===== src/design/qspi_tx.sv =====
//////////////////////////////////////////////////
// QSPI slave transmit side
// Serializes read words MSB first, one nibble
// per clock, with a registered output enable
//////////////////////////////////////////////////

`timescale 1ns/1ps
`default_nettype none

module qspi_tx (
  input  wire logic        spis_sck_i,
  input  wire logic        rst_i,
  input  wire logic        load_i,
  input  wire logic [31:0] word_i,
  input  wire logic        active_i,
  output logic      [3:0]  spis_sd_o,
  output logic             spis_oe_o
);

  logic [31:0] shift_q;  // Top nibble is on the lanes
  logic        oe_q;

  // Load a fresh word, otherwise move the next nibble up
  always_ff @(posedge spis_sck_i) begin
    if (load_i) begin
      shift_q <= word_i;
    end else begin
      shift_q <= {shift_q[27:0], 4'h0};
    end
  end

  // Enable follows the read data phase one edge later
  always_ff @(posedge spis_sck_i) begin
    if (rst_i) begin
      oe_q <= 1'b0;
    end else begin
      oe_q <= active_i;
    end
  end

  assign spis_sd_o = shift_q[31:28];
  assign spis_oe_o = oe_q;

endmodule

`default_nettype wire


===== config.mk =====
export PLATFORM = sky130hd
export DESIGN_NAME = qspi_tx
export DESIGN_NICKNAME = d
export VERILOG_FILES = /design/src/design/qspi_tx.sv
export SDC_FILE = /design/constraint.sdc
export NUM_CORES = 1
export LEC_CHECK = 0
export ABC_AREA = 1
export BUFFER_PORTS_ARGS = -buffer_cell sky130_fd_sc_hd__buf_2
export CORE_MARGIN = 4
export CORE_UTILIZATION = 47
export DETAILED_ROUTE_END_ITERATION = 10
export GPL_TIMING_DRIVEN = 0
export PLACE_DENSITY = 0.84
export SYNTH_ARGS = -nofsm -noshare
export SYNTH_HDL_FRONTEND = slang
export SYNTH_SLANG_ARGS = --single-unit
export TNS_END_PERCENT = 30

===== constraint.sdc =====
create_clock -name spis_sck_i -period 0.8 [get_ports spis_sck_i]
set_input_delay 0.08 -clock spis_sck_i [delete_from_list [all_inputs] [get_ports spis_sck_i]]
set_output_delay 0.08 -clock spis_sck_i [all_outputs]
set_load 0.01 [all_outputs]

# After elaboration in Yosys (flattened, before gate mapping)
# Index checks and enable logic that the tools add are counted.
# word_totals
reg_bits,33
input_bits,36
output_inout_bits,5
elab_cells,4
# classes
mux,1
# ops
operator,count
$mux W32,1

# Depth between registers and ports, before layout
# Gate-level depths: netlist of the first run.
# logic_depth
word_depth,1
mapped_depth,5

# Worst setup path after synthesis of the first run
# No wires, ideal clock.
# synth_path
kind,input to register
startpoint,input load_i
endpoint,register shift_q[10]
setup_time_ns,0.112
t_arrival_ns,0.440
setup_slack_ns,0.248
stages,4
path_buffers,2
path_cell_list,buf_6 -> buf_4 -> nand2_1 -> nand2_1
# synth_between
elab_chain_len,1
# synth_lines
element,line_no,text
"start, declared",13,"input wire logic load_i,"
$mux W32,25,if (load_i) begin
"end signal, assigned",26,shift_q <= word_i;
"end signal, assigned",28,"shift_q <= {shift_q[27:0], 4'h0};"
"end, declared",20,logic [31:0] shift_q;
# Every way passes these cells.
# A chain may end at the register's enable or synchronous reset.

# Final worst setup path of the first run
# layout_path
startpoint,register shift_q[31]
endpoint,output spis_sd_o[3]
# layout_lines
element,line_no,text
"end, declared",16,"output logic [3:0] spis_sd_o,"
# No word-level cell between the ends.

==> results of run 1 <==
Yosys cell counts:
cell type  instances  area, um^2
inv_1              5        18.8
buf_4              7        52.6
nor2_1             1        3.75
dfxtp_1           33         661
nand2_1           88         330
buf_6              3        33.8
inv_8              1        11.3
stage by stage:
stage | utilization [%] | cell area (um^2)
floorplan | - | 1110
global placement | 60.1 | 1340
detailed placement | 60.1 | 1340
CTS | 78.2 | 1750
global route | 78.5 | 1750
finish | 78.5 | 1750
power by group through the flow:
stage / combinational (W) / sequential (W) / clock [W]
floorplan: 0.000208 / 0.00185 / 0
global placement: 0.000330 / 0.00185 / 0
detailed placement: 0.000341 / 0.00185 / 0
CTS: 0.000466 / 0.00182 / 0.000956
global route: 0.000532 / 0.00184 / 0.00103
finish: 0.000479 / 0.00182 / 0.000907
metal layers:
| layer | vias up | part of all wire [%] |
|---|---|---|
| met2 | 46 | 51 |
| met1 | 471 | 36 |
| met3 | 9 | 10 |
| met4 | 0 | 2.7 |
| met5 | - | 0 |
| li1 | 555 | - |
area by class of cell:
type	instances	area [um^2]	share of cell area, %
inverters	6	30.0	1.71
flip-flops and latches	33	667	38.0
well taps	28	35.0	2.00
plain buffers	6	56.3	3.21
clock buffers	7	55.1	3.14
multi-input cells	89	334	19.0
repair buffers	74	577	32.9
flip-flops by register name (all words and copies together), names as in the netlist:
| signal | cells |
|---|---|
| shift_q | 32 |
| spis_oe_o | 1 |
placed cells by master (no fill, tap or decap):
| cell type | count |
|---|---|
| buf_2 | 34 |
| buf_4 | 3 |
| buf_6 | 8 |
| clkbuf_1 | 1 |
| clkbuf_4 | 5 |
| clkbuf_8 | 1 |
| dfxtp_1 | 28 |
| dfxtp_2 | 5 |
| dlygate4sd3_1 | 35 |
| inv_1 | 5 |
| inv_8 | 1 |
| nand2_1 | 88 |
| nor2_1 | 1 |
worst min-delay path by stage:
stage                     slack, ps  startpoint           to
after floorplan                 150       rst_i    spis_oe_o
after global placement          230       rst_i    spis_oe_o
after detailed placement        240       rst_i    spis_oe_o
after CTS                        20      load_i  shift_q[31]
after global routing             20      load_i  shift_q[31]
final                            30      load_i  shift_q[31]
logic make-up after synthesis:
group / Yosys count
buffers and inverters: 16
DFF: 33
and+or+nand+nor: 89
timing repair:
item / CTS / global route
hold endpoints to repair: 33 / 0
hold buffers: 35 / 0
resized for setup: 8 / 2
setup endpoints to repair: 5 / 5
==> results.py, run 1 <==
metrics = {
    "sta": {
        "fmax_ghz": 1.19,
        "tightest_slew_ps": 115,
        "slew_viol_final": 0,
        "grt_setup_unrepaired": "yes",
        "timing.final.crit_share_pct": 105,
        "hold_viol_final": 0,
        "relSlewSlack_pct": 92.3,
        "setup_tns_ps": -173,
        "period_minus_slack_ps": 841,
        "setup_viol": 5,
        "fin_ws_ps": -41.3,
        "finalClockSkew_ps": 4.94,
        "whs_ps": 31.4,
    },
    "placed_design": {
        "placed_cells": 205,
        "hpwl_um": 1410,
        "port-buffer-count": 39,
        "pre_cts_ws_ps": 198,
        "place_congestion": 0.741,
    },
    "synthesis": {
        "ys_seq_area_share_pct": 59.5,
        "synth_fp_nets": 174,
        "synth_compound_area_share_pct": 0,
        "ys.warnings.count": 0,
        "synthAdderAreaFrac_pct": 0,
        "synthCells": 138,
        "muxShareOfSynthArea_pct": 0,
        "synth_top_family_by_area": "simple AND/OR/NAND/NOR gates",
        "syn_area_um2": 1110,
        "synth_xor_area_share_pct": 0,
        "synth_simple_gate_area_share_pct": 30.1,
        "ys_seq_elements": 33,
        "avgSynthCellArea_um2": 8.05,
        "yosysUniqueCellTypes": 7,
    },
    "setup_path": {
        "arrival_ps": 760,
        "critPathBufInv": 1,
        "startpoint": "shift_q[31]",
        "cp-end-kind": "primary output",
        "crit_family": "flip-flops",
        "r2r_cells": 2,
        "cp_cell_sequence": "buf_6",
        "setup.worst_path.start_class": "register",
        "worstSetupPathDepth": 1,
        "critPathSlowestCell": "dfxtp_2",
        "rrSetupSlack_ps": 260,
        "critPathCapture": "spis_sd_o[3]",
        "worstPathRequired_ps": 720,
        "critical_path_class": "reg2out",
        "path_max_fanout": 1,
        "timing.rr.start": "shift_q[1]",
        "slowest_delay_ps": 330,
        "reg2reg_to": "shift_q[5]",
    },
    "drt": {
        "dr.first_iter.drc_count": 20,
        "drt-pass1-iter-count": 4,
        "via_per_inst": 4.45,
        "drc_errors": 0,
        "vias": 1081,
        "drt_wl_total_um": 2610,
        "ant_nets": 0,
        "wl_per_cell_um": 10.8,
    },
    "final_layout": {
        "final-instance-count-excl-fill": 243,
        "area_delta_synth_final_pct": 57.9,
        "fin_nets": 251,
        "diodes": 0,
        "num-fill-cells": 150,
        "drive_above_1_share_pct": 26.5,
    },
    "die": {
        "start_util_pct": 49.7,
        "rows": 17,
        "dieArea_um2": 3210,
        "die_h_um": 56.6,
        "die_x_um": 56.6,
        "io_pins": 41,
        "core-area_um2": 2230,
    },
    "power_and_ir_drop": {
        "clockPowerShare_pct": 28.3,
        "combPwrFrac_pct": 14.9,
        "ir_drop_uv": 1610,
        "cellInternalPower_w": 0.00249,
        "pwr-share-seq_pct": 56.8,
        "p_per_area_nw_per_um2": 1830,
        "p_leak_nw": 0.948,
        "switching_share_pct": 22.4,
        "power.switching_w": 0.000720,
        "finalPower_w": 0.00321,
    },
    "grt": {
        "use_met2_pct": 31.8,
        "grt_usage_pct": 18.4,
        "grt_max_degree": 11,
        "antenna_found_initial": 0,
        "first_global_vias": 1068,
        "grt_pass1_wl_um": 4440,
        "grt_use_met1_pct": 18.2,
        "met3_usage_pct": 8.97,
        "busiest_layer": "met2",
        "overflow": 0,
    },
    "min_path": {
        "hold_depth": 4,
        "min_path_type": "in2reg",
    },
    "status": {
        "failed_checks": "setup timing",
        "outcome": "finished with violations",
    },
    "clock_network": {
        "ctsHtreeMaxLevel": 2,
        "clkSlewWorstSetupHoldPaths_ps": 90,
        "numClockSinks": 33,
        "cts_tree": "yes",
        "cts_buffer_depth": 2,
        "cts-root-buf": "clkbuf_4",
        "clk_latency_ps": 320,
        "cts_buffers": 5,
        "cts_setup_buffers": 0,
    },
    "flow_run": {
        "maxCapViolCount": 0,
    },
}
Power figures use the tool's default switching activity.
==> run 2: changes to the inputs <==
CORE_UTILIZATION = 53   (was 47)
CTS_BUF_LIST = sky130_fd_sc_hd__clkbuf_8   (was unset)
PLACE_DENSITY = 0.92   (was 0.84)
clock period = 1 ns   (was 0.8 ns; I/O delays follow)
==> run 2 against run 1 <==
  * The run now ends clean
  * Flip-flop and latch count is the same
  * Non-clock buffer count shrank 27
  * Die area shrank 9.8%
  * Sequential share of layout area grew 7.1 points
  * Sequential power shrank 20%
  * Register-to-register slack gained 230 ps
  * Highest routed layer unchanged
  * Critical endpoint is now spis_sd_o[1]
  * Clock skew is essentially flat
==> results.py, run 2 (synthesized netlist as in run 1, its figures left out) <==
metrics = {
    "status": {
        "outcome": "completed",
    },
    "sta": {
        "fmax_ghz": 1.08,
        "relSlewSlack_pct": 92.3,
        "hold_viol_final": 0,
        "period_minus_slack_ps": 922,
        "timing.final.crit_share_pct": 92.2,
        "setup_tns_ps": 0,
        "grt_setup_unrepaired": "no",
        "setup_viol": 0,
        "tightest_slew_ps": 116,
        "slew_viol_final": 0,
        "finalClockSkew_ps": 4.74,
    },
    "final_layout": {
        "area_delta_synth_final_pct": 31.6,
        "final_cell_mix": "nand2_1, buf_2, dfxtp_1, buf_4, inv_1",
        "fin_nets": 224,
        "drive_above_1_share_pct": 30.2,
        "diodes": 0,
        "largest_register_ffs": 32,
        "fin_area_um2": 1460,
        "layout.cells.most_common": "nand2_1",
        "largest_register": "shift_q",
    },
    "setup_path": {
        "arrival_ps": 820,
        "cp-end-kind": "primary output",
        "cp_cell_sequence": "buf_4, buf_2",
        "critPathBufInv": 2,
        "critPathSlowestCell": "dfxtp_1",
        "slowest_delay_ps": 300,
        "path_max_fanout": 1,
        "rrSetupSlack_ps": 490,
        "critical_path_class": "reg2out",
        "crit_family": "flip-flops",
        "setup.worst_path.start_class": "register",
        "worstPathRequired_ps": 900,
    },
    "die": {
        "io_pins": 41,
        "die_x_um": 53.8,
        "dieArea_um2": 2890,
        "rows": 16,
        "core-area_um2": 1980,
        "die_h_um": 53.8,
        "start_util_pct": 56.1,
    },
    "power_and_ir_drop": {
        "ir_drop_uv": 1530,
        "p_per_area_nw_per_um2": 1810,
        "finalPower_w": 0.00265,
        "p_leak_nw": 0.847,
    },
    "flow_run": {
        "maxCapViolCount": 0,
    },
    "grt": {
        "grt_pass1_wl_um": 3270,
        "grt_max_degree": 11,
        "overflow": 0,
        "first_global_vias": 804,
        "grt_usage_pct": 17.0,
        "antenna_found_initial": 0,
    },
    "placed_design": {
        "port-buffer-count": 39,
        "place_congestion": 0.746,
        "placed_cell_area_um2": 1340,
        "hpwl_um": 1540,
    },
    "drt": {
        "drt-pass1-iter-count": 4,
        "vias": 946,
        "drc_errors": 0,
        "wl_per_cell_um": 9.93,
        "dr.first_iter.drc_count": 11,
        "drt_wl_total_um": 2150,
        "via_per_inst": 4.38,
        "ant_nets": 0,
    },
    "clock_network": {
        "cts_setup_buffers": 0,
        "cts_buffers": 5,
        "clkSlewWorstSetupHoldPaths_ps": 60,
        "ctsHoldBuffers": 4,
        "cts_buffer_depth": 2,
        "post_cts_resized": 0,
        "cts-root-buf": "clkbuf_8",
        "clk_latency_ps": 280,
        "cts_tree": "yes",
        "ctsHtreeMaxLevel": 2,
        "numClockSinks": 33,
    },
    "min_path": {
        "min_path_type": "in2reg",
    },
}
-- run 2: cell count changes in the layout (fill, tap and decap cells not counted), sizes merged --
cell	before	now
buf	45	49
clkinv	0	2
dlygate4sd3	35	4
clkbuf	7	5
inv	6	7
-- run 2: worst reg2reg max path: cells and delay by family (launching register included) --
| family | cells | cell delay [ps] |
|---|---|---|
| simple gates | 2 | 110 |
| flops | 1 | 300 |
-- run 2: cell type report --
type                    count  area, um^2
flip-flops and latches     33         661
fillers                   160         519
multi-input cells          89         334
repair buffers             43         235
plain buffers              10        86.3
clock buffers               5        68.8
well taps                  27        33.8
inverters                   6        30.0
clock inverters             3        13.8
-- run 2: worst paths after layout --
kind                from      endpoint  cells past startpoint
max          shift_q[29]  spis_sd_o[1]                      2
min reg2reg  shift_q[23]   shift_q[27]                      2
min            word_i[7]    shift_q[7]                      3
max reg2reg   shift_q[4]    shift_q[8]                      2
-- run 2: report_power, final --
part	internal [W]	leakage, nW	switching [W]
Sequential	0.00143	0.277	0.0000295
Clock	0.000470	0.0491	0.000438
Combinational	0.000152	0.520	0.000133
Total	0.00205	0.847	0.000600
-- run 2: metrics by stage --
step | std cells | worst slack (ps) | utilization, % | hold slack [ps]
2_1_floorplan | 138 | 428 | - | 171
6_report | 216 | 77.9 | 73.8 | 6.58
5_1_grt | 216 | 48.2 | 73.8 | 6.44
3_5_place_dp | 204 | 371 | 67.6 | 265
4_1_cts | 216 | 67.3 | 73.8 | 0.693
3_3_place_gp | 204 | 385 | 67.6 | 255
-- run 2: metal layers --
layer	track usage [%]	wire length (um)
met1	17.0	787
met2	28.6	1100
met3	7.76	213
met4	10.2	46
met5	0	0
==> run 3: changes to the inputs <==
CORE_MARGIN = 5   (was 4)
CTS_CLUSTER_DIAMETER = 80   (was unset)
==> run 3 against run 2 <==
  * Combinational power shrank 1%
  * First-iteration DRC count fell by 27%
  * Via count decreased by 1.1%
  * Sequential share of layout area grew 0.19 points
  * Critical path type unchanged
  * Register-to-register slack hardly changed
==> results.py, run 3 (synthesized netlist as in run 1, its figures left out) <==
metrics = {
    "final_layout": {
        "largest_register": "shift_q",
        "num-fill-cells": 159,
        "finish.utilization_pct": 73.5,
        "area_delta_synth_final_pct": 31.1,
        "diodes": 0,
        "layout.cells.most_common": "nand2_1",
        "largest_register_ffs": 32,
        "final_cell_mix": "nand2_1, buf_2, dfxtp_1, buf_4",
        "fin_nets": 223,
        "drive_above_1_share_pct": 29.9,
        "fin_area_um2": 1460,
    },
    "sta": {
        "tightest_slew_ps": 127,
        "hold_viol_final": 0,
        "fin_ws_ps": 88.1,
        "setup_viol": 0,
        "relSlewSlack_pct": 91.5,
        "period_minus_slack_ps": 912,
        "setup_tns_ps": 0,
        "fmax_ghz": 1.10,
        "finalClockSkew_ps": 4.19,
        "grt_setup_unrepaired": "no",
        "slew_viol_final": 0,
        "timing.final.crit_share_pct": 91.2,
    },
    "grt": {
        "grt_usage_pct": 15.1,
        "grt_pass1_wl_um": 3650,
        "first_global_vias": 900,
        "grt_max_degree": 11,
        "antenna_found_initial": 0,
        "overflow": 0,
    },
    "placed_design": {
        "placed_cell_area_um2": 1340,
        "pre_cts_ws_ps": 377,
        "port-buffer-count": 39,
        "place_congestion": 0.744,
        "hpwl_um": 1510,
    },
    "clock_network": {
        "ctsHoldBuffers": 3,
        "clk_latency_ps": 270,
        "cts_setup_buffers": 0,
        "clkSlewWorstSetupHoldPaths_ps": 60,
        "numClockSinks": 33,
        "post_cts_resized": 0,
        "cts_buffer_depth": 2,
        "cts-root-buf": "clkbuf_8",
        "cts_tree": "yes",
        "cts_buffers": 5,
        "ctsHtreeMaxLevel": 2,
    },
    "setup_path": {
        "cp_cell_sequence": "buf_4, buf_2",
        "path_max_fanout": 1,
        "worstPathRequired_ps": 900,
        "setup.worst_path.start_class": "register",
        "critPathBufInv": 2,
        "slowest_delay_ps": 300,
        "rrSetupSlack_ps": 480,
        "crit_family": "flip-flops",
        "critPathSlowestCell": "dfxtp_1",
        "cp-end-kind": "primary output",
        "critical_path_class": "reg2out",
        "arrival_ps": 810,
    },
    "drt": {
        "ant_nets": 0,
        "drt_wl_total_um": 2090,
        "drc_errors": 0,
        "drt-pass1-iter-count": 4,
        "vias": 936,
        "via_per_inst": 4.37,
        "wl_per_cell_um": 9.74,
        "dr.first_iter.drc_count": 8,
    },
    "die": {
        "die_h_um": 55.8,
        "die_x_um": 55.8,
        "io_pins": 41,
        "core-area_um2": 1980,
        "dieArea_um2": 3110,
        "start_util_pct": 56.1,
        "rows": 16,
    },
    "min_path": {
        "min_path_type": "in2reg",
    },
    "power_and_ir_drop": {
        "p_per_area_nw_per_um2": 1840,
        "p_leak_nw": 0.842,
        "ir_drop_uv": 1520,
    },
    "status": {
        "outcome": "completed",
    },
    "flow_run": {
        "maxCapViolCount": 0,
    },
}
==> run 3: metal layers <==
| metal | track usage (%) | part of all wire (%) | vias to the layer above |
|---|---|---|---|
| li1 | - | - | 496 |
| met1 | 15.5 | 38 | 399 |
| met2 | 26.2 | 50 | 37 |
| met3 | 8.35 | 11 | 4 |
| met4 | 4.17 | 1.1 | 0 |
| met5 | 0 | 0 | - |
==> run 3: final timing paths <==
| kind | from | endpoint | depth (start not counted) |
|---|---|---|---|
| worst max register to register | shift_q[9] | shift_q[13] | 2 |
| worst min register to register | shift_q[14] | shift_q[18] | 2 |
| worst max-delay path | shift_q[29] | spis_sd_o[1] | 2 |
| worst min-delay path | word_i[2] | shift_q[2] | 3 |
==> run 3: power by group <==
group / internal (W) / total [W] / leakage (nW) / switching [W]
clock: 0.000534 / 0.000951 / 0.0485 / 0.000417
sequential: 0.00143 / 0.00145 / 0.277 / 0.0000278
combinational: 0.000150 / 0.000281 / 0.516 / 0.000131
==> run 3: through the flow <==
step / hold slack [ps] / instances / total power (W)
floorplan: 171 / 138 / 0.00164
global placement: 255 / 204 / 0.00174
detailed placement: 263 / 204 / 0.00176
CTS: 2.96 / 214 / 0.00272
global route: 12.9 / 214 / 0.00282
finish: 11.8 / 214 / 0.00269
==> run 3: cell type report <==
class | count | area, um^2 | area share, %
clock inverter | 1 | 3.75 | 0.258
inverter | 6 | 30.0 | 2.06
clock buffer | 6 | 82.6 | 5.67
timing repair buffer | 42 | 225 | 15.5
tap | 27 | 33.8 | 2.32
buffer | 10 | 86.3 | 5.93
multi-input combinational | 89 | 334 | 22.9
sequential | 33 | 661 | 45.4
==> run 3: worst register-to-register path, cell delays in order, from the launching register on <==
cell and delay, ps:
dfxtp_1 310, nand2_1 60, nand2_1 40
