### config.mk
export PLATFORM = sky130hd
export DESIGN_NAME = qspi_cmd_ctrl
export DESIGN_NICKNAME = d
export VERILOG_FILES = /design/src/design/qspi_pkg.sv /design/src/design/qspi_cmd_ctrl.sv
export SDC_FILE = /design/constraint.sdc
export NUM_CORES = 1
export LEC_CHECK = 0
export ABC_AREA = 1
export BUFFER_PORTS_ARGS = -buffer_cell sky130_fd_sc_hd__buf_4
export CORE_ASPECT_RATIO = 1.2
export CORE_UTILIZATION = 46
export CTS_BUF_LIST = sky130_fd_sc_hd__clkbuf_8
export DETAILED_ROUTE_END_ITERATION = 10
export GPL_TIMING_DRIVEN = 0
export PLACE_DENSITY = 0.84
export SLEW_MARGIN = 20
export SYNTH_ARGS = -nofsm -noshare
export SYNTH_HDL_FRONTEND = slang
export SYNTH_SLANG_ARGS = --single-unit
### constraint.sdc
create_clock -name spis_sck_i -period 1.6 [get_ports spis_sck_i]
set_input_delay 0.16 -clock spis_sck_i [delete_from_list [all_inputs] [get_ports spis_sck_i]]
set_output_delay 0.16 -clock spis_sck_i [all_outputs]
set_load 0.02 [all_outputs]
### src/design/qspi_pkg.sv
//////////////////////////////////////////////////
// QSPI memory slave shared definitions
// Command codes, phase lengths, memory geometry
// and the phase encodings of the frame decoder
//////////////////////////////////////////////////

`default_nettype none

package qspi_pkg;

  // Command codes, first byte of every frame
  localparam logic [7:0] CMD_STATUS = 8'h01;  // Status byte follows
  localparam logic [7:0] CMD_WRITE  = 8'h02;  // Address, then data words
  localparam logic [7:0] CMD_READ   = 8'h0B;  // Address, dummy, then data out

  // Phase lengths
  localparam int DUMMY_CYCLES = 32;  // Idle clocks between read address and data
  localparam int DUMMY_CNT_W  = $clog2(DUMMY_CYCLES + 1);
  localparam int ADDR_BYTES   = 4;

  // Memory geometry, word index from address bits 9..2
  localparam int MEM_WORDS = 256;
  localparam int MEM_AW    = 8;

  localparam int STATUS_QUAD_BIT = 0;  // Quad enable position in status byte

  // Frame decoder phases
  localparam logic [2:0] ST_IDLE   = 3'd0;  // Chip select high
  localparam logic [2:0] ST_CMD    = 3'd1;
  localparam logic [2:0] ST_STATUS = 3'd2;
  localparam logic [2:0] ST_ADDR   = 3'd3;
  localparam logic [2:0] ST_WDATA  = 3'd4;
  localparam logic [2:0] ST_DUMMY  = 3'd5;
  localparam logic [2:0] ST_RDATA  = 3'd6;
  localparam logic [2:0] ST_IGNORE = 3'd7;  // Rest of frame dropped

endpackage

`default_nettype wire

### src/design/qspi_cmd_ctrl.sv
//////////////////////////////////////////////////
// QSPI slave frame decoder
// Walks command, status, address, dummy and data
// phases, holds the quad mode bit and drives the
// memory ports and the transmit load strobes
//////////////////////////////////////////////////

`timescale 1ns/1ps
`default_nettype none

module qspi_cmd_ctrl import qspi_pkg::*; (
  input  wire logic              spis_sck_i,
  input  wire logic              rst_i,
  input  wire logic              spis_csb_i,
  input  wire logic [7:0]        rx_byte_i,
  input  wire logic              rx_byte_vld_i,
  input  wire logic [31:0]       rx_word_i,
  output logic                   quad_en_o,
  output logic                   mem_we_o,
  output logic      [MEM_AW-1:0] mem_waddr_o,
  output logic      [31:0]       mem_wdata_o,
  output logic                   mem_re_o,
  output logic      [MEM_AW-1:0] mem_raddr_o,
  output logic                   tx_load_o,
  output logic                   tx_active_o
);

  logic [2:0]             state_q;
  logic                   quad_q;      // Status register bit
  logic                   is_write_q;  // Command after the address phase
  logic [1:0]             byte_cnt_q;  // Byte within address or data word
  logic [DUMMY_CNT_W-1:0] cyc_cnt_q;   // Dummy clocks, then nibbles of a word
  logic                   re_q;
  logic                   load_q;
  logic [MEM_AW-1:0]      addr_q;      // Running word index
  logic                   addr_last;

  // Last address byte is in the history
  assign addr_last = (state_q == ST_ADDR) && rx_byte_vld_i &&
                     (byte_cnt_q == 2'(ADDR_BYTES - 1));

  always_ff @(posedge spis_sck_i) begin
    if (rst_i) begin
      state_q    <= ST_IDLE;
      quad_q     <= 1'b0;  // Single lane after reset
      is_write_q <= 1'b0;
      byte_cnt_q <= 2'd0;
      cyc_cnt_q  <= '0;
      re_q       <= 1'b0;
      load_q     <= 1'b0;
    end else if (spis_csb_i) begin
      // End of frame, quad mode survives
      state_q    <= ST_IDLE;
      byte_cnt_q <= 2'd0;
      cyc_cnt_q  <= '0;
      re_q       <= 1'b0;
      load_q     <= 1'b0;
    end else begin
      re_q   <= 1'b0;  // Strobes last one clock
      load_q <= 1'b0;
      case (state_q)
        ST_IDLE: state_q <= ST_CMD;  // First edge with chip select low
        ST_CMD: begin
          if (rx_byte_vld_i) begin
            if (rx_byte_i == CMD_STATUS) begin
              state_q <= ST_STATUS;
            end else if (quad_q && ((rx_byte_i == CMD_WRITE) || (rx_byte_i == CMD_READ))) begin
              state_q    <= ST_ADDR;
              is_write_q <= (rx_byte_i == CMD_WRITE);
            end else begin
              state_q <= ST_IGNORE;  // Unknown, or memory access in single mode
            end
          end
        end
        ST_STATUS: begin
          if (rx_byte_vld_i) begin
            quad_q  <= rx_byte_i[STATUS_QUAD_BIT];
            state_q <= ST_IGNORE;
          end
        end
        ST_ADDR: begin
          if (rx_byte_vld_i) begin
            byte_cnt_q <= byte_cnt_q + 2'd1;
          end
          if (addr_last) begin
            byte_cnt_q <= 2'd0;
            if (is_write_q) begin
              state_q <= ST_WDATA;
            end else begin
              state_q   <= ST_DUMMY;
              re_q      <= 1'b1;  // Fetch first word during the dummy phase
              cyc_cnt_q <= DUMMY_CNT_W'(1);  // This edge is dummy clock 1
            end
          end
        end
        ST_WDATA: begin
          if (rx_byte_vld_i) begin
            byte_cnt_q <= byte_cnt_q + 2'd1;  // Wraps every word
          end
        end
        ST_DUMMY: begin
          cyc_cnt_q <= cyc_cnt_q + 1'b1;
          // Load on the last dummy edge so nibble 0 follows it
          if (cyc_cnt_q == DUMMY_CNT_W'(DUMMY_CYCLES - 2)) begin
            state_q   <= ST_RDATA;
            cyc_cnt_q <= '0;
            load_q    <= 1'b1;
            re_q      <= 1'b1;  // Prefetch the next word
          end
        end
        ST_RDATA: begin
          cyc_cnt_q <= cyc_cnt_q + 1'b1;
          if (cyc_cnt_q[2:0] == 3'd7) begin  // Eight nibbles per word
            load_q <= 1'b1;
            re_q   <= 1'b1;
          end
        end
        default: ;  // ST_IGNORE waits for chip select
      endcase
    end
  end

  // Word index, bumped by every write and every read issued
  always_ff @(posedge spis_sck_i) begin
    if (addr_last) begin
      addr_q <= rx_word_i[MEM_AW+1:2];  // Higher address bits ignored
    end else if (mem_we_o || re_q) begin
      addr_q <= addr_q + 1'b1;
    end
  end

  // Write on the edge after the fourth data byte
  assign mem_we_o    = (state_q == ST_WDATA) && rx_byte_vld_i && (byte_cnt_q == 2'd3);
  assign mem_waddr_o = addr_q;
  assign mem_wdata_o = rx_word_i;
  assign mem_re_o    = re_q;
  assign mem_raddr_o = addr_q;

  assign quad_en_o   = quad_q;
  assign tx_load_o   = load_q;
  assign tx_active_o = (state_q == ST_RDATA) && !spis_csb_i;  // Drops on the CSB edge

endmodule

`default_nettype wire

[Word level (Yosys, flattened, before mapping)]
Index checks and enable logic that the tools add are counted.
Storage, ports and cells
  bits in registers: 23
  output and inout port bits: 53
Cells by class
  mux-type cells: 23
  equality and inequality tests: 17
  $add $sub $neg: 3
  reductions and logical operators: 19
  bitwise gates (word level): 2
Operator list (number)
  $mux W3: 6
  $mux W6: 3
  $pmux W6 S3: 1
  $mux W8: 2
  $pmux W3 S5: 1
  $eq A3 B3 Y1 const B: 4
  $ne A2 B2 Y1 const B: 5
  $reduce_and A5 Y1: 2
  $add A8 B1 Y8 const B: 1
  $eq A8 B1 Y1 const B: 1
  $eq A8 B2 Y1 const B: 1
  $eq A8 B4 Y1 const B: 1
  $add A6 B1 Y6 const B: 1
  $eq A3 B2 Y1 const B: 2
  $eq A6 B5 Y1 const B: 1
  $logic_and A1 B1 Y1: 6
  $reduce_and A3 Y1: 2
  $mux W1: 5
  $reduce_bool A5 Y1: 1
  $mux W2: 2
  $pmux W2 S2: 1
  $reduce_bool A2 Y1: 2
  $eq A3 B1 Y1 const B: 1
  $logic_not A3 Y1: 1
  other kinds (9): 11

[Logic depth before layout (Yosys ltp)]
Gate-level depths: netlist of run 1.
  depth after elaboration: 7
  depth in mapped cells: 10

[Worst setup path before layout of run 1]
Ideal clock, no wire load.
  path type: register to register
  start point: register byte_cnt_q[0]
  end point: register addr_q[0] (netlist: mem_raddr_o[0]) (enable)
  cell stages (with the launch flop): 5
  arrival time: 1.225 ns
  buffers on the path: 0
  clock period less this slack: 1.553 ns
  path slack: 0.047 ns
  cells stage by stage: dfxtp_1 ha_1 nand2_1 nor2_1 or3_1
Between the ends
  word-level cells in the longest chain between the ends: 4
RTL lines
  from (decl): line qspi_cmd_ctrl.sv:31  | logic [1:0] byte_cnt_q;
  from (signal assigned): line qspi_cmd_ctrl.sv:83  | byte_cnt_q <= byte_cnt_q + 2'd1;
  from (signal assigned): line qspi_cmd_ctrl.sv:98  | byte_cnt_q <= byte_cnt_q + 2'd1;
  $eq A2 B2 Y1: line qspi_cmd_ctrl.sv:133  | assign mem_we_o = (state_q == ST_WDATA) && rx_byte_vld_i && (byte_cnt_q == 2'd3);
  $logic_and A1 B1 Y1: line qspi_cmd_ctrl.sv:133
  net mem_we_o: line qspi_cmd_ctrl.sv:19  | output logic mem_we_o,
  $logic_or A1 B1 Y1: line qspi_cmd_ctrl.sv:127  | end else if (mem_we_o || re_q) begin
  $reduce_bool A2 Y1 (no line)
  to (signal assigned): line qspi_cmd_ctrl.sv:126  | addr_q <= rx_word_i[MEM_AW+1:2];
  to (signal assigned): line qspi_cmd_ctrl.sv:128  | addr_q <= addr_q + 1'b1;
  to (decl): line qspi_cmd_ctrl.sv:35  | logic [MEM_AW-1:0] addr_q;
The timed path passes the listed nets, and every way through them passes these cells.
A chain may end at the register's enable or synchronous reset.

[Final worst setup path of run 1]
  start point: register addr_q[0] (netlist: mem_raddr_o[0])
  end point: register addr_q[6] (netlist: mem_raddr_o[6]) (data pin)
Between the ends
  word-level cells in the longest chain between the ends: 3
RTL lines
  $add A8 B1 Y8: line qspi_cmd_ctrl.sv:128
  $mux W8: line qspi_cmd_ctrl.sv:127
  $mux W8: line qspi_cmd_ctrl.sv:125  | if (addr_last) begin
Every way passes these cells. The select of a mux whose other input is x is not followed.

==> results of run 1 <==
[state kept, by name (all words and copies together), names as in the netlist]
register / cells
mem_raddr_o: 8
cyc_cnt_q: 6
state_q: 3
byte_cnt_q: 2
is_write_q: 1
mem_re_o: 1
quad_en_o: 1
tx_load_o: 1
[final cells by class]
class | instances | area, um^2 | share of cell area, %
plain buffers | 42 | 317 | 13.1
clock buffers | 3 | 41.3 | 1.71
clock inverters | 1 | 5.00 | 0.207
inverters | 25 | 93.8 | 3.88
multi-input cells | 150 | 800 | 33.1
flip-flops and latches | 23 | 542 | 22.4
well taps | 52 | 65.1 | 2.69
repair buffers | 74 | 556 | 23.0
[stage by stage]
| stage | setup slack, ps | instances | utilization, % | instance area, um^2 | hold WS [ps] |
|---|---|---|---|---|---|
| global placement | 89.4 | 364 | 64.5 | 2340 | 426 |
| global route | -20.8 | 370 | 66.6 | 2420 | 150 |
| CTS | 31.6 | 368 | 65.7 | 2390 | 141 |
| finish | 67.4 | 370 | 66.6 | 2420 | 140 |
| floorplan | 47.0 | 240 | - | 1740 | 312 |
| detailed placement | 45.3 | 364 | 64.5 | 2340 | 425 |
[layout by cell type (no fill, tap or decap), types with 2 or more instances in the layout]
master | netlist | routed
nor3_1 | 2 | 2
nand3b_1 | 3 | 3
ha_1 | 5 | 4
dfxtp_1 | 15 | 14
buf_4 | 40 | 114
inv_1 | 22 | 22
clkbuf_8 | 0 | 3
xor2_1 | 2 | 2
a21oi_1 | 11 | 11
nand4_1 | 3 | 3
nand2_1 | 53 | 53
nand2_4 | 3 | 3
nor2_4 | 1 | 2
nand3_1 | 18 | 18
nand2_2 | 2 | 2
edfxtp_1 | 8 | 8
inv_2 | 3 | 3
or2_2 | 4 | 4
nor2_2 | 3 | 2
xnor2_1 | 2 | 2
o21ai_0 | 8 | 8
nor2_1 | 24 | 24
[worst max-delay path: stages, from the launching register on]
cell	delay [ps]
edfxtp_1	420
ha_2	220
nand3_1	110
nand3b_1	200
or2_2	290
a31oi_2	130
[metal layers]
| layer | part of all wire [%] | global-route usage [%] |
|---|---|---|
| met5 | 0 | 0 |
| met4 | 1.2 | 6.88 |
| met3 | 6.6 | 2.43 |
| met2 | 53 | 32.8 |
| met1 | 39 | 17.4 |
[logic make-up (layout without fill, tap and decap cells)]
kind of cell	Yosys count	in the layout	share of synthesized area [%]
buffers and inverters	67	145	23.6
DFF	23	23	31.1
and+or+nand+nor	118	118	32.0
AOI/OAI and AO/OA	23	23	7.64
xor gates and xnor gates	4	4	2.02
adders and majority gates	5	5	3.60
[power by group]
part	internal (mW)	leakage [nW]	total [mW]	switching (mW)
Clock	0.174	0.0255	0.362	0.188
Combinational	0.160	0.980	0.309	0.148
Sequential	0.606	0.193	0.613	0.00781
Total	0.940	1.20	1.28	0.344
[how the worst max path moves through the flow]
stage,depth (start not counted),start,to
floorplan,4,byte_cnt_q[0]$_SDFFE_PP0P_,mem_raddr_o[0]$_DFFE_PP_
global placement,4,byte_cnt_q[0]$_SDFFE_PP0P_,mem_raddr_o[0]$_DFFE_PP_
detailed placement,4,state_q[1]$_SDFFE_PP0P_,mem_raddr_o[7]$_DFFE_PP_
CTS,4,state_q[1]$_SDFFE_PP0P_,mem_raddr_o[0]$_DFFE_PP_
global route,5,mem_raddr_o[0]$_DFFE_PP_,mem_raddr_o[6]$_DFFE_PP_
finish,5,mem_raddr_o[0]$_DFFE_PP_,mem_raddr_o[6]$_DFFE_PP_
[repair_timing]
action                                  4_1_cts  5_1_grt
endpoints found under the setup margin        0       15
hold buffers                                  0        0
buffers inserted                              0        2
gates resized for setup                       0        4
hold endpoints to repair                      0        0
==> impl_metrics.tcl, run 1 <==
set metrics [dict create \
    status "finished clean" \
    clk_latency_ps 260 \
    min_period_over_period_pct 95.8 \
    synth_edf_count 8 \
    rr_startpoint "mem_raddr_o[0]$_DFFE_PP_" \
    start_kind "flip-flop" \
    numCtsBuffers 3 \
    io-pin-count 97 \
    hpwl_um 2940 \
    gr-total-overflow 0 \
    place.port_buffers 72 \
    start_util_pct 47.8 \
    vias 1667 \
    slew_headroom_pct 67.5 \
    synth_most_common_cell "nand2_1" \
    report.final.slew_viol_count 0 \
    die_y_um 69.3 \
    p_leak_nw 1.20 \
    yosysWarnings 0 \
    hold_class "input pin to flip-flop" \
    synth_cells 240 \
    r2r_slack_ps 70 \
    fin_skew_ps 0.579 \
    post_drt_wl_per_cell_um 9.66 \
    die_area_um2 4030 \
    syn_area_um2 1740 \
    setup_tns_ps 0 \
    ir_drop_mv 0.475 \
    synth_nets 289 \
    holdPathStages 4 \
    netlist_top_cells_area "buf_4, dfxtp_1, edfxtp_1, nand2_1, nand3_1" \
    first_pass_iters 4 \
    hold_viol_final 0 \
    clkTransAtPathRegs_ps 80 \
    gp_congestion 0.841 \
    synth_ff_type "dfxtp_1" \
    antenna_left 0 \
    min_to "is_write_q$_SDFFE_PP0P_" \
    routed_wl_um 3580 \
    final_layout_size_suffix_gt1_share_pct 44.3 \
    antenna_found_initial 0 \
    drc 0 \
    hold_start "rst_i" \
    cp_max_fo 5 \
    num-fill-cells 328 \
    coreArea_um2 3630 \
    ys_seq_area_share_pct 31.1 \
    cts.sinks 23 \
    htreeDepth 1 \
    num_rows 24 \
    max_freq_mhz 652 \
    area_growth_pct 39.3 \
    period_needed_ps 1530 \
    finalPower_mw 1.28 \
    fp.dieW_um 58.1 \
    cp.arrival_ps 1650 \
    grt_pass1_wl_um 5590 \
    async_flop_share_pct 0 \
    initialDrtViolationCount 27 \
    grt_pass1_vias 1469 \
    yosys.area.top_type "buf_4" \
    avgSynthCellArea_um2 7.24 \
    setup_viol_count_final 0 \
    critical_path_class "flip-flop to flip-flop" \
    timing.rr.end "mem_raddr_o[6]$_DFFE_PP_" \
    antenna_cells 0 \
    grt_usage_pct 16.9 \
    synthTopCellsByCount "nand2_1, buf_4, nor2_1" \
    yosysTopAreaCellShare_pct 17.3 \
    max-cap-violations 0 \
    reg2reg_depth 5 \
    powerDensity_nw_per_um2 531 \
    via_per_inst 4.51 \
    grt_max_degree 14 \
    crit_required_ps 1720 \
    cts_root_buf "clkbuf_8" \
    synth_seq_cells 23 \
    endpoint_kind "flip-flop" \
    cts_tree "done" \
    synth_cell_type_count 29 \
    ctsLongestPathBuffers 2 \
    tightest_slew_ps 486 \
    nets 368 \
]
No activity file was read; power rests on OpenSTA's default activity.
==> run 2: changes to the inputs <==
--- a/config.mk
+++ b/config.mk
@@ -13,6 +13,7 @@
 export DETAILED_ROUTE_END_ITERATION = 10
 export GPL_TIMING_DRIVEN = 0
 export PLACE_DENSITY = 0.84
+export REMOVE_ABC_BUFFERS = 1
 export SLEW_MARGIN = 20
 export SYNTH_ARGS = -nofsm -noshare
 export SYNTH_HDL_FRONTEND = slang
==> impl_metrics.tcl, run 2 (synthesis gave the netlist of run 1 again) <==
set metrics [dict create \
    first_pass_iters 4 \
    clk_latency_ps 270 \
    start_kind "flip-flop" \
    antenna_found_initial 0 \
    die_y_um 69.3 \
    post-place-ws_ps -31.0 \
    critical_path_class "flip-flop to flip-flop" \
    start_util_pct 47.8 \
    fin_ws_ps 84.7 \
    numCtsBuffers 3 \
    cp.arrival_ps 1630 \
    ir_drop_mv 0.255 \
    powerDensity_nw_per_um2 581 \
    initialDrtViolationCount 67 \
    max-cap-violations 0 \
    dpl_cell_area_um2 1850 \
    max_freq_mhz 660 \
    report.final.slew_viol_count 0 \
    coreArea_um2 3630 \
    final_layout_size_suffix_gt1_share_pct 30.7 \
    nets 304 \
    hold_viol_final 0 \
    cts_root_buf "clkbuf_8" \
    io-pin-count 97 \
    area_growth_pct 11.3 \
    multiInputGateArea_um2 796 \
    crit_required_ps 1710 \
    htreeDepth 1 \
    clkTransAtPathRegs_ps 80 \
    place.port_buffers 48 \
    fp.dieW_um 58.1 \
    grt_max_degree 13 \
    num_rows 24 \
    status "finished clean" \
    grt_pass1_vias 1327 \
    tightest_slew_ps 506 \
    fin_area_um2 1930 \
    largest_reg_flops 8 \
    seqCellArea_um2 543 \
    p_leak_nw 0.890 \
    setup_tns_ps 0 \
    antenna_cells 0 \
    num-fill-cells 346 \
    setup_viol_count_final 0 \
    period_needed_ps 1520 \
    cts.sinks 23 \
    drc 0 \
    antenna_left 0 \
    gp_congestion 0.785 \
    routed_wl_um 3910 \
    gr-total-overflow 0 \
    slew_headroom_pct 66.2 \
    ctsLongestPathBuffers 2 \
    final_cell_mix "nand2_1, buf_4, inv_1, nor2_1, nand3_1" \
    post_drt_wl_per_cell_um 12.8 \
    min_period_over_period_pct 94.7 \
    hpwl_um 3190 \
    grt_usage_pct 19.7 \
    die_area_um2 4030 \
    final_common_cell "nand2_1" \
    cp_max_fo 4 \
    vias 1486 \
    grt_pass1_wl_um 6050 \
    hold_class "input pin to flip-flop" \
    fin_skew_ps 4.58 \
    endpoint_kind "flip-flop" \
    cts_tree "done" \
    via_per_inst 4.86 \
]
## run 2: metrics by stage
step                      cells  total power, mW  hold slack (ps)  util [%]
after global routing        306             1.17              142      53.2
after global placement      298            0.781              320      50.8
after floorplan             198            0.697              312         -
final                       306             1.12              142      53.2
after detailed placement    298            0.784              320      50.8
after CTS                   305             1.13              135      52.8
## run 2: repair_timing
| item | CTS | global route |
|---|---|---|
| resized for setup | 1 | 4 |
| pin swaps | 1 | 1 |
| hold buffers | 0 | 0 |
| buffers inserted | 3 | 1 |
| setup endpoints to repair | 12 | 4 |
## run 2: metal layers
| layer | wire length (um) | track usage (%) | up-vias |
|---|---|---|---|
| li1 | - | - | 760 |
| met1 | 1710 | 23.6 | 648 |
| met2 | 1700 | 29.0 | 74 |
| met3 | 451 | 10.6 | 4 |
| met4 | 51 | 7.14 | 0 |
| met5 | 0 | 5.71 | - |
## run 2: worst paths after layout
check / startpoint / to / slack [ps] / cells past startpoint
hold reg to reg: is_write_q$_SDFFE_PP0P_ / is_write_q$_SDFFE_PP0P_ / 500 / 2
hold / removal: rst_i / is_write_q$_SDFFE_PP0P_ / 140 / 4
setup reg to reg: mem_raddr_o[1]$_DFFE_PP_ / mem_raddr_o[6]$_DFFE_PP_ / 80 / 5
setup / recovery: mem_raddr_o[1]$_DFFE_PP_ / mem_raddr_o[6]$_DFFE_PP_ / 80 / 5
## run 2: area by class of cell
type | count | area share, %
flip-flops and latches | 23 | 28.1
clock buffers | 3 | 2.14
clock inverters | 1 | 0.194
repair buffers | 52 | 20.2
inverters | 25 | 4.85
multi-input cells | 150 | 41.2
well taps | 52 | 3.37
## run 2: power by group
part           internal, mW  switching, mW
Clock                 0.171          0.180
Combinational        0.0707         0.0848
Sequential            0.606         0.0103
Total                 0.848          0.275
## run 2: critical path: stages, from the launching register on
cell and delay [ps]:
edfxtp_1 400, ha_2 200, nand3_1 110, nand3b_1 220, or2_2 290, a31oi_1 140
