**src/design/qspi_rx.sv**
```systemverilog
//////////////////////////////////////////////////
// QSPI slave receive side
// Shifts lane 0 or all four lanes into a 32-bit
// history and flags every completed byte
//////////////////////////////////////////////////

`timescale 1ns/1ps
`default_nettype none

module qspi_rx (
  input  wire logic        spis_sck_i,
  input  wire logic        rst_i,
  input  wire logic        spis_csb_i,
  input  wire logic [3:0]  spis_sd_i,
  input  wire logic        quad_en_i,
  output logic      [7:0]  rx_byte_o,
  output logic             rx_byte_vld_o,
  output logic      [31:0] rx_word_o
);

  logic [2:0]  bit_cnt_q;   // Bits of the current byte already taken
  logic [2:0]  bit_step;
  logic [2:0]  bit_cnt_nxt;
  logic        vld_q;
  logic [31:0] hist_q;      // Last 32 bits received, newest at the bottom

  // Four bits per clock in quad mode, one otherwise
  assign bit_step    = quad_en_i ? 3'd4 : 3'd1;
  assign bit_cnt_nxt = bit_cnt_q + bit_step;

  // Byte counter, restarts at every frame
  always_ff @(posedge spis_sck_i) begin
    if (rst_i || spis_csb_i) begin
      bit_cnt_q <= 3'd0;
      vld_q     <= 1'b0;
    end else begin
      bit_cnt_q <= bit_cnt_nxt;
      vld_q     <= (bit_cnt_nxt == 3'd0);  // Wrap means byte complete
    end
  end

  // History shift register, MSB first on the wire
  always_ff @(posedge spis_sck_i) begin
    if (!spis_csb_i) begin
      if (quad_en_i) begin
        hist_q <= {hist_q[27:0], spis_sd_i};
      end else begin
        hist_q <= {hist_q[30:0], spis_sd_i[0]};  // MOSI on lane 0
      end
    end
  end

  // Completed byte sits in the low 8 bits while vld is high
  assign rx_byte_o     = hist_q[7:0];
  assign rx_byte_vld_o = vld_q;
  assign rx_word_o     = hist_q;

endmodule

`default_nettype wire

```
**config.mk**
```make
export PLATFORM = sky130hd
export DESIGN_NAME = qspi_rx
export DESIGN_NICKNAME = d
export VERILOG_FILES = /design/src/design/qspi_rx.sv
export SDC_FILE = /design/constraint.sdc
export NUM_CORES = 1
export LEC_CHECK = 0
export BUFFER_PORTS_ARGS = -buffer_cell sky130_fd_sc_hd__buf_4
export CORE_ASPECT_RATIO = 0.7
export CORE_UTILIZATION = 56
export CTS_BUF_LIST = sky130_fd_sc_hd__clkbuf_8
export CTS_CLUSTER_SIZE = 30
export DETAILED_ROUTE_END_ITERATION = 12
export HOLD_SLACK_MARGIN = 0.15
export PLACE_DENSITY = 0.94
export SETUP_SLACK_MARGIN = 0.4
export SLEW_MARGIN = 15
export SYNTH_ARGS = -nofsm -noshare
export SYNTH_HDL_FRONTEND = slang
export SYNTH_SLANG_ARGS = --single-unit
```
**constraint.sdc**
```tcl
create_clock -name spis_sck_i -period 4.1 [get_ports spis_sck_i]
set_clock_uncertainty 0.2 [all_clocks]
set_input_delay 0.82 -clock spis_sck_i [delete_from_list [all_inputs] [get_ports spis_sck_i]]
set_output_delay 0.82 -clock spis_sck_i [all_outputs]
set_load 0.01 [all_outputs]
```
Yosys cells after proc, flatten, opt, wreduce, memory -nomap -nowiden
Index checks and enable logic that the tools add are counted.
{"block": "classes", "add_sub_neg": 1, "muxes": 2, "reduce_logical": 2}
{"cell": "$mux W32", "n": 1}
{"cell": "$add A3 B3 Y3", "n": 1}
{"cell": "$logic_not A3 Y1", "n": 1}
{"cell": "$mux W3", "n": 1}
{"cell": "$logic_or A1 B1 Y1", "n": 1}
{"block": "totals", "regBits": 36, "elab_cells": 8}

Depth between registers and ports, before layout
Gate-level depths: netlist of the first run.
{"block": "logic_depth", "depth_word": 3, "ltp_mapped": 7, "mapped_depth_nobuf": 5}

Worst setup path after synthesis of the first run
Ideal clock, no wire load.
{"block": "synth_timing", "kind": "input to register", "from": "in quad_en_i", "to": "reg vld_q (netlist: rx_byte_vld_o)", "arrival_time_ps": 1961, "required_time_ps": 3841, "slack_ps": 1880, "path_stages": 7, "n_path_buf": 2, "path_cell_list": "buf_4 -> buf_2 -> inv_1 -> ha_1 -> ha_1 -> nor4_1 -> and2_1"}
{"block": "synth_between", "elab_chain_len": 3}
{"element": "start, declared", "line_no": "15", "text": "input wire logic quad_en_i,"}
{"element": "$mux W3", "line_no": "28", "text": "assign bit_step = quad_en_i ? 3'd4 : 3'd1;"}
{"element": "$add A3 B3 Y3", "line_no": "29", "text": "assign bit_cnt_nxt = bit_cnt_q + bit_step;"}
{"element": "net bit_cnt_nxt[1]", "line_no": "23", "text": "logic [2:0] bit_cnt_nxt;"}
{"element": "$logic_not A3 Y1", "line_no": "38", "text": "vld_q <= (bit_cnt_nxt == 3'd0);"}
{"element": "end signal, assigned", "line_no": "38"}
{"element": "end, declared", "line_no": "24", "text": "logic vld_q;"}
The timed path passes the listed nets, and every way through them passes these cells.
A chain may end at the register's enable or synchronous reset.

Worst setup path in the final report of the first run
{"block": "layout_timing", "from": "in spis_csb_i", "to": "reg hist_q[7] (netlist: rx_word_o[7]), enable pin"}
{"element": "start, declared", "line_no": "13", "text": "input wire logic spis_csb_i,"}
{"element": "end signal, assigned", "line_no": "46", "text": "hist_q <= {hist_q[27:0], spis_sd_i};"}
{"element": "end signal, assigned", "line_no": "48", "text": "hist_q <= {hist_q[30:0], spis_sd_i[0]};"}
{"element": "end, declared", "line_no": "25", "text": "logic [31:0] hist_q;"}
No word-level cell between the ends.

==> qor.csv, run 1 <==
metric,value,unit
critPathLaunchType,input port,
rows,15,
post-dp-hpwl,2.02,mm
seq_area,1040,um^2
min_period,2290,ps
postCtsSetupBuffers,0,
p_per_area,419,nW/um^2
rsz0062_at_grt,false,
multi_input_area,434,um^2
cts.clk_slew.worst_paths,70,ps
critPathLaunch,spis_csb_i,
finalHoldViolations,0,
worst-path-buf-inv,2,
mappedNetlistNets,99,
cp_num_cells,2,
drv_slew,0,
cts_hold_buf,0,
relSlewSlack,0.265,
synth_top_area_cell,edfxtp_1,
grt.total_usage,0.218,
drt-total-wl,2.94,mm
worstMarginPinSlew,1090,ps
hold-worst-slack,384,ps
outcome,"complete, no violations",
yosys-top-cells-area,"edfxtp_1 61%, mux2_2 22%, dfxtp_1 5.1%",
firstDrtPassIters,4,
worst_ep_arrival_time,1790,ps
r2r_cells,4,
ys.flop_type,edfxtp_1,
finalSetupTns,0,ps
io_buffers,48,
die_area,3010,um^2
crit_family,buffers and inverters,
worst_ir_drop_vdd,0.000280,V
ys_types,12,
synthCells,89,
fill_cells,165,
ys_warn_count,0,
clock_path_buffers,2,
initial_core_util,0.613,
setup_violations,0,
dieHeight,46.2,um
synth_edf_count,32,
post_cts_resized,0,
syn-cell-area,1570,um^2
rr_endpoint,rx_byte_vld_o,
hp-class,register to register,
reg2reg_from,bit_cnt_q[0],
yosysMostFrequentCell,edfxtp_1,
fin_nets,142,
met3WireLength,147,um
cts_tree,done,
async_flop_share,0,
max_stage_delay,850,ps
synth_top_area_share,0.614,
cts_inserted_buffers,5,
path_cells,buf_4 -> clkinv_1,
vias,913,
drive_gt1_frac,0.647,
met2_wirelength,1.50,mm
cap_violations,0,
period_share,0.558,
vias_per_cell,5.47,
grt_pass1_wl,4.42,mm
fmaxAchievable,437,MHz
worstHoldStart,rx_word_o[29],
gp_congestion,0.716,
clock-root-buffer,clkbuf_8,
met1_length,1.23,mm
clock-sinks,36,
dr.first_iter.drc_count,33,
worstSetupPathType,input port to register,
grt_antenna_before_repair,0,
final_area,1980,um^2
clk_latency,290,ps
slowest_stage,clkinv_1,
grt-ovfl-total,0,
top_layer,met4,
grt_pass1_vias,877,
crit_required,3600,ps
diodes,0,
synth-seq-cells,36,
yosysSeqAreaShare,0.665,
cp-end-kind,register,
worstPathMaxFanout,32,
syn_avg_cell_area,17.6,um^2
area_growth,26.2,%
drc,0,
grt_max_degree,34,
antenna_left,0,
leakagePower,0.000798,uW
ys_top_cells_by_count,"32 x edfxtp_1, 31 x mux2_2, 9 x buf_4",
htree_levels,2,
worst-r2r-setup-slack,2660,ps
io_pins,49,
endpoint,rx_word_o[7],
place_area,1890,um^2
wire_per_inst,17.6,um
die_width,65.2,um
core-area,2550,um^2
## power by group
| group | leakage (uW) | switching (uW) | internal (uW) |
|---|---|---|---|
| sequential | 0.000346 | 22.4 | 436 |
| clock | 0.0000538 | 117 | 132 |
| combinational | 0.000398 | 50.3 | 69.5 |
## cell usage in the layout (no fill, tap or decap)
cell type  count
nor4_1         1
edfxtp_1      32
nor3_2         1
xnor3_1        1
clkinv_1       1
dfxtp_1        4
mux2_2        31
and2_1         1
ha_1           2
buf_4         48
inv_1          3
clkbuf_8       6
nor3b_1        2
## metrics by stage
stage | setup WS [ps] | utilization | power [uW] | std cells
2_1_floorplan | 1880 | - | 528 | 89
3_3_place_gp | 1740 | 0.739 | 579 | 159
3_5_place_dp | 1660 | 0.739 | 586 | 159
4_1_cts | 1950 | 0.774 | 832 | 167
5_1_grt | 1700 | 0.774 | 858 | 167
6_report | 1810 | 0.774 | 827 | 167
## cells by family after synthesis
| family | synth area share |
|---|---|
| xor+xnor | 0.0144 |
| fa+ha+maj | 0.0160 |
| buf+inv | 0.0575 |
| flops | 0.665 |
| mux | 0.223 |
| simple gates | 0.0240 |
## how the worst min path moves through the flow
stage                          to  slack, ps  cells past startpoint
global route        rx_word_o[30]        410                      1
detailed placement  rx_word_o[30]        380                      1
global placement    rx_word_o[29]        360                      1
floorplan            bit_cnt_q[0]        400                      2
finish              rx_word_o[30]        380                      1
CTS                 rx_word_o[30]        390                      1
## state kept, by name, summed over array words and instances, names as in the netlist
name / flops
bit_cnt_q: 3
rx_byte_vld_o: 1
rx_word_o: 32
## layout make-up
cell class | instances | area share
Sequential cell | 36 | 0.527
Multi-Input combinational cell | 39 | 0.220
Timing Repair Buffer | 48 | 0.182
Clock buffer | 6 | 0.0418
Tap cell | 34 | 0.0215
Clock inverter | 2 | 0.00380
Inverter | 2 | 0.00380
## metal layers
metal,up-vias,GRT usage
met3,10,0.0619
met1,456,0.277
li1,414,-
met2,33,0.340
met4,0,0.130
met5,-,0
No activity file was read; power rests on OpenSTA's default activity.
==> inputs of run 2 (changes only) <==
--- a/config.mk
+++ b/config.mk
@@ -7,12 +7,12 @@
 export LEC_CHECK = 0
 export BUFFER_PORTS_ARGS = -buffer_cell sky130_fd_sc_hd__buf_4
 export CORE_ASPECT_RATIO = 0.7
-export CORE_UTILIZATION = 56
+export CORE_UTILIZATION = 52
 export CTS_BUF_LIST = sky130_fd_sc_hd__clkbuf_8
 export CTS_CLUSTER_SIZE = 30
 export DETAILED_ROUTE_END_ITERATION = 12
 export HOLD_SLACK_MARGIN = 0.15
-export PLACE_DENSITY = 0.94
+export PLACE_DENSITY = 0.89
 export SETUP_SLACK_MARGIN = 0.4
 export SLEW_MARGIN = 15
 export SYNTH_ARGS = -nofsm -noshare
==> constraint.sdc (replaced) <==
create_clock -name spis_sck_i -period 2.2 [get_ports spis_sck_i]
set_clock_uncertainty 0.2 [all_clocks]
set_input_delay 0.44 -clock spis_sck_i [delete_from_list [all_inputs] [get_ports spis_sck_i]]
set_output_delay 0.44 -clock spis_sck_i [all_outputs]
set_load 0.01 [all_outputs]
==> run 2 against run 1 <==
Effect of this change: clock power rose by 92%; cell count rose by 4.8%; first-iteration DRC count rose by 39%; sequential power rose by 86%; sequential share of layout area fell by 1.6 points; routed wire length fell by 0.10%; critical path type unchanged; critical endpoint is now rx_byte_vld_o; largest cell class unchanged; highest routed layer unchanged.
==> qor.csv, run 2 (synthesis gave the netlist of run 1 again) <==
metric,value,unit
largest_register_ffs,32,
grt-ovfl-total,0,
cts.clk_slew.worst_paths,70,ps
gp_congestion,0.736,
fin_nets,148,
critPathLaunchType,input port,
vias,902,
path_cells,dlygate4sd3_1 -> buf_4 -> nor4_1 -> and2_1,
setup_violations,0,
clk_latency,290,ps
worst-r2r-setup-slack,690,ps
relSlewSlack,0.737,
crit_required,2230,ps
worst_ir_drop_vdd,0.000547,V
rsz0062_at_grt,false,
hold_depth,2,
die_area,3240,um^2
drive_gt1_frac,0.640,
final_common_cell,buf_4,
diodes,0,
worstPathMaxFanout,4,
worst_ep_arrival_time,1630,ps
die_width,67.6,um
initial_core_util,0.555,
rr_endpoint,rx_byte_vld_o,
grt_antenna_before_repair,0,
reg2reg_from,bit_cnt_q[0],
leakagePower,0.000823,uW
wire_per_inst,16.8,um
crit_family,buffers and inverters,
dp_cells,163,
vias_per_cell,5.15,
core-area,2820,um^2
htree_levels,2,
finalHoldViolations,0,
finalSetupTns,0,ps
hold-worst-slack,248,ps
grt_pass1_wl,4.17,mm
slowest_stage,dlygate4sd3_1,
io_pins,49,
area_growth,30.1,%
cap_violations,0,
final_cells,175,
rows,16,
io_buffers,48,
antenna_left,0,
clock-sinks,36,
holdPathEnd,rx_word_o[3],
fmaxAchievable,628,MHz
drt-total-wl,2.94,mm
hp-class,input port to register,
dieHeight,47.9,um
dr.first_iter.drc_count,46,
place_area,1900,um^2
clock-root-buffer,clkbuf_8,
worstHoldStart,spis_sd_i[3],
grt_max_degree,33,
drc,0,
worst-path-buf-inv,2,
clock_path_buffers,2,
cts_tree,done,
period_share,0.724,
max_stage_delay,540,ps
p_per_area,766,nW/um^2
worstMarginPinSlew,394,ps
outcome,"complete, no violations",
r2r_cells,4,
final_area,2040,um^2
firstDrtPassIters,4,
grt.total_usage,0.193,
layout_common_cells,"50 x buf_4, 32 x edfxtp_1, 31 x mux2_2",
min_period,1590,ps
cp-end-kind,register,
worstSetupPathType,input port to register,
grt_pass1_vias,828,
drv_slew,0,
finish.utilization,0.722,
cts_inserted_buffers,5,
post-dp-hpwl,1.89,mm
postCtsSetupBuffers,0,
-- run 2: cell types whose count changed in the layout (fill, tap and decap cells not counted) --
| cell | delta |
|---|---|
| clkinvlp_4 | +1 |
| buf_4 | +2 |
| clkinv_1 | -1 |
| dlygate4sd3_1 | +4 |
-- run 2: worst max path at each step --
| stage | slack (ps) | cells after the start | end | from |
|---|---|---|---|---|
| after detailed placement | 360 | 4 | rx_byte_vld_o | quad_en_i |
| after global placement | 390 | 4 | rx_byte_vld_o | quad_en_i |
| after global routing | 600 | 4 | rx_byte_vld_o | rst_i |
| after CTS | 620 | 4 | rx_byte_vld_o | rst_i |
| after floorplan | 410 | 7 | rx_byte_vld_o | quad_en_i |
| final | 610 | 4 | rx_byte_vld_o | rst_i |
-- run 2: per-layer routing --
layer / GRT usage / share of wire
met1: 0.248 / 0.45
met2: 0.307 / 0.49
met3: 0.0738 / 0.052
met4: 0.0596 / 0.0088
met5: 0 / 0
-- run 2: where the power goes --
part,internal [uW],total (uW),switching (uW)
Clock,250,478,228
Sequential,811,852,41.3
Combinational,137,231,94.0
-- run 2: cell type report --
| cell class | instances | area [um^2] |
|---|---|---|
| clock buffers | 6 | 82.6 |
| clock inverters | 2 | 11.3 |
| fillers | 190 | 786 |
| inverters | 2 | 7.51 |
| multi-input cells | 39 | 434 |
| flip-flops and latches | 36 | 1040 |
| well taps | 36 | 45.0 |
| repair buffers | 54 | 415 |
-- run 2: timing repair --
item	in CTS	in global routing
gates resized for setup	0	0
hold endpoints to repair	3	0
hold buffers	4	0
-- run 2: worst register-to-register path: stages, from the launching register on --
cell,delay [ps]
dfxtp_1,310
ha_1,170
ha_1,300
nor4_1,290
and2_1,180
-- run 2: stage by stage --
step           worst slack [ps]  total power, uW
2_1_floorplan               413              985
3_3_place_gp                386             1080
3_5_place_dp                363             1090
4_1_cts                     622             1570
5_1_grt                     596             1620
6_report                    608             1560
==> inputs of run 3 (changes only) <==
--- a/config.mk
+++ b/config.mk
@@ -5,9 +5,10 @@
 export SDC_FILE = /design/constraint.sdc
 export NUM_CORES = 1
 export LEC_CHECK = 0
+export ABC_AREA = 1
 export BUFFER_PORTS_ARGS = -buffer_cell sky130_fd_sc_hd__buf_4
 export CORE_ASPECT_RATIO = 0.7
-export CORE_UTILIZATION = 52
+export CORE_UTILIZATION = 53
 export CTS_BUF_LIST = sky130_fd_sc_hd__clkbuf_8
 export CTS_CLUSTER_SIZE = 30
 export DETAILED_ROUTE_END_ITERATION = 12
==> constraint.sdc (replaced) <==
create_clock -name spis_sck_i -period 1.59 [get_ports spis_sck_i]
set_clock_uncertainty 0.2 [all_clocks]
set_input_delay 0.318 -clock spis_sck_i [delete_from_list [all_inputs] [get_ports spis_sck_i]]
set_output_delay 0.318 -clock spis_sck_i [all_outputs]
set_load 0.01 [all_outputs]
==> run 3 against run 2 <==
Effect of this change: die area up 4.7%; synthesized cell count up 78%; count of clock-buffer cells in the layout fell by 1; total power is 48% higher; global-route usage rose by 4.4 points; first-iteration DRC count rose to 2.9 times the previous value; worst hold slack worse by 150 ps; sequential power up 38%; clock power is 28% higher; routed wire length is 49% higher; non-clock buffer count increased by 27; setup slack lost 470 ps; largest power group unchanged.
==> qor.csv, run 3 <==
metric,value,unit
area_growth,53.2,%
p_comb_frac,0.224,
syn_avg_cell_area,10.6,um^2
yosys-top-cells-area,"edfxtp_1 57%, nand2_1 11%, o21ai_2 5.2%",
grtUsageMet2,0.405,
synth-seq-cells,36,
max_stage_delay,480,ps
yosys.area_share.simple,0.138,
cts_tree,done,
io_pins,49,
synth_top_area_share,0.574,
clk_latency,290,ps
leakagePower,0.00116,uW
synth_edf_count,32,
worst-r2r-setup-slack,240,ps
top_usage_layer,met2,
yosysSeqAreaShare,0.622,
p_int,1700,uW
clock-sinks,36,
worstPathMaxFanout,3,
cts_hold_buf,1,
ys_warn_count,0,
p_total,2310,uW
wire_per_inst,16.3,um
initial_core_util,0.576,
rr_endpoint,rx_word_o[6],
worst_ep_arrival_time,930,ps
power.switching,610,uW
p_clk_frac,0.265,
drive_gt1_frac,0.504,
synth_top_family_by_area,simple AND/OR/NAND/NOR gates,
outcome,"complete, no violations",
async_flop_share,0,
min_period,1450,ps
antenna_left,0,
synth_xor_area_frac,0,
fin_nets,241,
swShare,0.265,
drv_slew,0,
finalSetupTns,0,ps
ys_types,15,
core-area,2900,um^2
relSlewSlack,0.826,
hold-worst-slack,95.8,ps
clock-root-buffer,clkbuf_8,
yosys.area_share.adder,0.0150,
ys.flop_type,edfxtp_1,
synth-compound-area-share,0.100,
mappedNetlistNets,168,
synthCells,158,
drc,0,
largest_register_ffs,32,
clock_path_buffers,2,
path_cells,buf_6,
grt.total_usage,0.237,
rsz0062_at_grt,true,
crit_required,1070,ps
synthMuxAreaShare,0,
worstSetupPathType,register to primary output,
p_per_area,900,nW/um^2
synth_top_area_cell,edfxtp_1,
vias,1415,
finalHoldViolations,0,
ys_top_cells_by_count,"50 x nand2_1, 32 x edfxtp_1, 19 x inv_1",
cts.clk_slew.worst_paths,70,ps
grt_pass1_wl,6.09,mm
htree_levels,2,
grt_pass1_vias,1312,
die_width,69.2,um
setup_violations,0,
yosysMostFrequentCell,nand2_1,
cap_violations,0,
dieHeight,49.0,um
fill_cells,142,
hp-class,input port to register,
gp_congestion,0.718,
diodes,0,
fmaxAchievable,691,MHz
syn-cell-area,1670,um^2
drt-total-wl,4.37,mm
crit_family,flip-flops,
post-dp-hpwl,2.25,mm
period_share,0.910,
worst_ir_drop_vdd,0.000767,V
gr-usage-met3,0.0599,
cts_inserted_buffers,5,
pwr-share-seq,0.511,
die_area,3390,um^2
firstDrtPassIters,4,
vias_per_cell,5.28,
grt-ovfl-total,0,
hold_depth,4,
dr.first_iter.drc_count,135,
layout_common_cells,"54 x buf_6, 44 x nand2_1, 32 x edfxtp_1",
reg2reg_from,rx_word_o[5],
rows,16,
io_buffers,48,
worstMarginPinSlew,261,ps
grt_max_degree,34,
cp-end-kind,primary output,
r2r_cells,4,
grt_antenna_before_repair,0,
critPathLaunchType,register,
slowest_stage,edfxtp_1,
worstHoldStart,rst_i,
final_common_cell,buf_6,
holdPathEnd,rx_byte_vld_o,
worst-path-buf-inv,1,
use_met1,0.300,
run 3: worst max path at each step:
stage	slack [ps]	startpoint	to	depth (start not counted)
2_1_floorplan	140	quad_en_i	bit_cnt_q[2]	11
3_3_place_gp	180	quad_en_i	bit_cnt_q[2]	9
3_5_place_dp	130	quad_en_i	rx_byte_vld_o	7
4_1_cts	150	rx_word_o[6]	rx_byte_o[6]	1
5_1_grt	130	rx_word_o[3]	rx_byte_o[3]	1
6_report	140	rx_word_o[6]	rx_byte_o[6]	1
run 3: kinds of logic after synthesis:
logic type	count (synthesis)
AOI/OAI and AO/OA	26
and+or+nand+nor	59
DFF	36
adders and majority gates	2
buffers and inverters	35
run 3: layout make-up:
type                    count  area, um^2  area share
flip-flops and latches     36        1040       0.407
repair buffers             81         826       0.322
multi-input cells          87         477       0.186
inverters                  20        91.3      0.0356
clock buffers               5        68.8      0.0269
well taps                  36        45.0      0.0176
clock inverters             3        11.3     0.00439
run 3: power groups by stage:
| stage | Combinational, uW | Sequential [uW] | Clock [uW] |
|---|---|---|---|
| 4_1_cts | 434 | 1170 | 603 |
| 3_3_place_gp | 324 | 1180 | 0 |
| 2_1_floorplan | 174 | 1210 | 0 |
| 3_5_place_dp | 335 | 1190 | 0 |
| 5_1_grt | 548 | 1190 | 658 |
| 6_report | 516 | 1180 | 611 |
run 3: stage by stage:
step	cell area, um^2	util	cells	setup slack, ps
after CTS	2380	0.821	259	153
after global placement	2020	0.695	230	182
after global routing	2560	0.883	268	127
final	2560	0.883	268	142
after detailed placement	2020	0.695	230	135
after floorplan	1720	-	158	142
run 3: what timing repair did:
| action | CTS | global route |
|---|---|---|
| endpoints found under the hold margin | 7 | 4 |
| setup endpoints to repair | 43 | 56 |
| resized for setup | 34 | 41 |
| pin swaps | 4 | 2 |
| buffers inserted | 20 | 9 |
run 3: metal layers:
metal,wire length (um),up-vias,share of wire
met2,2250,74,0.51
li1,-,652,-
met3,268,7,0.061
met4,57,0,0.013
met5,0,-,0
met1,1800,682,0.41
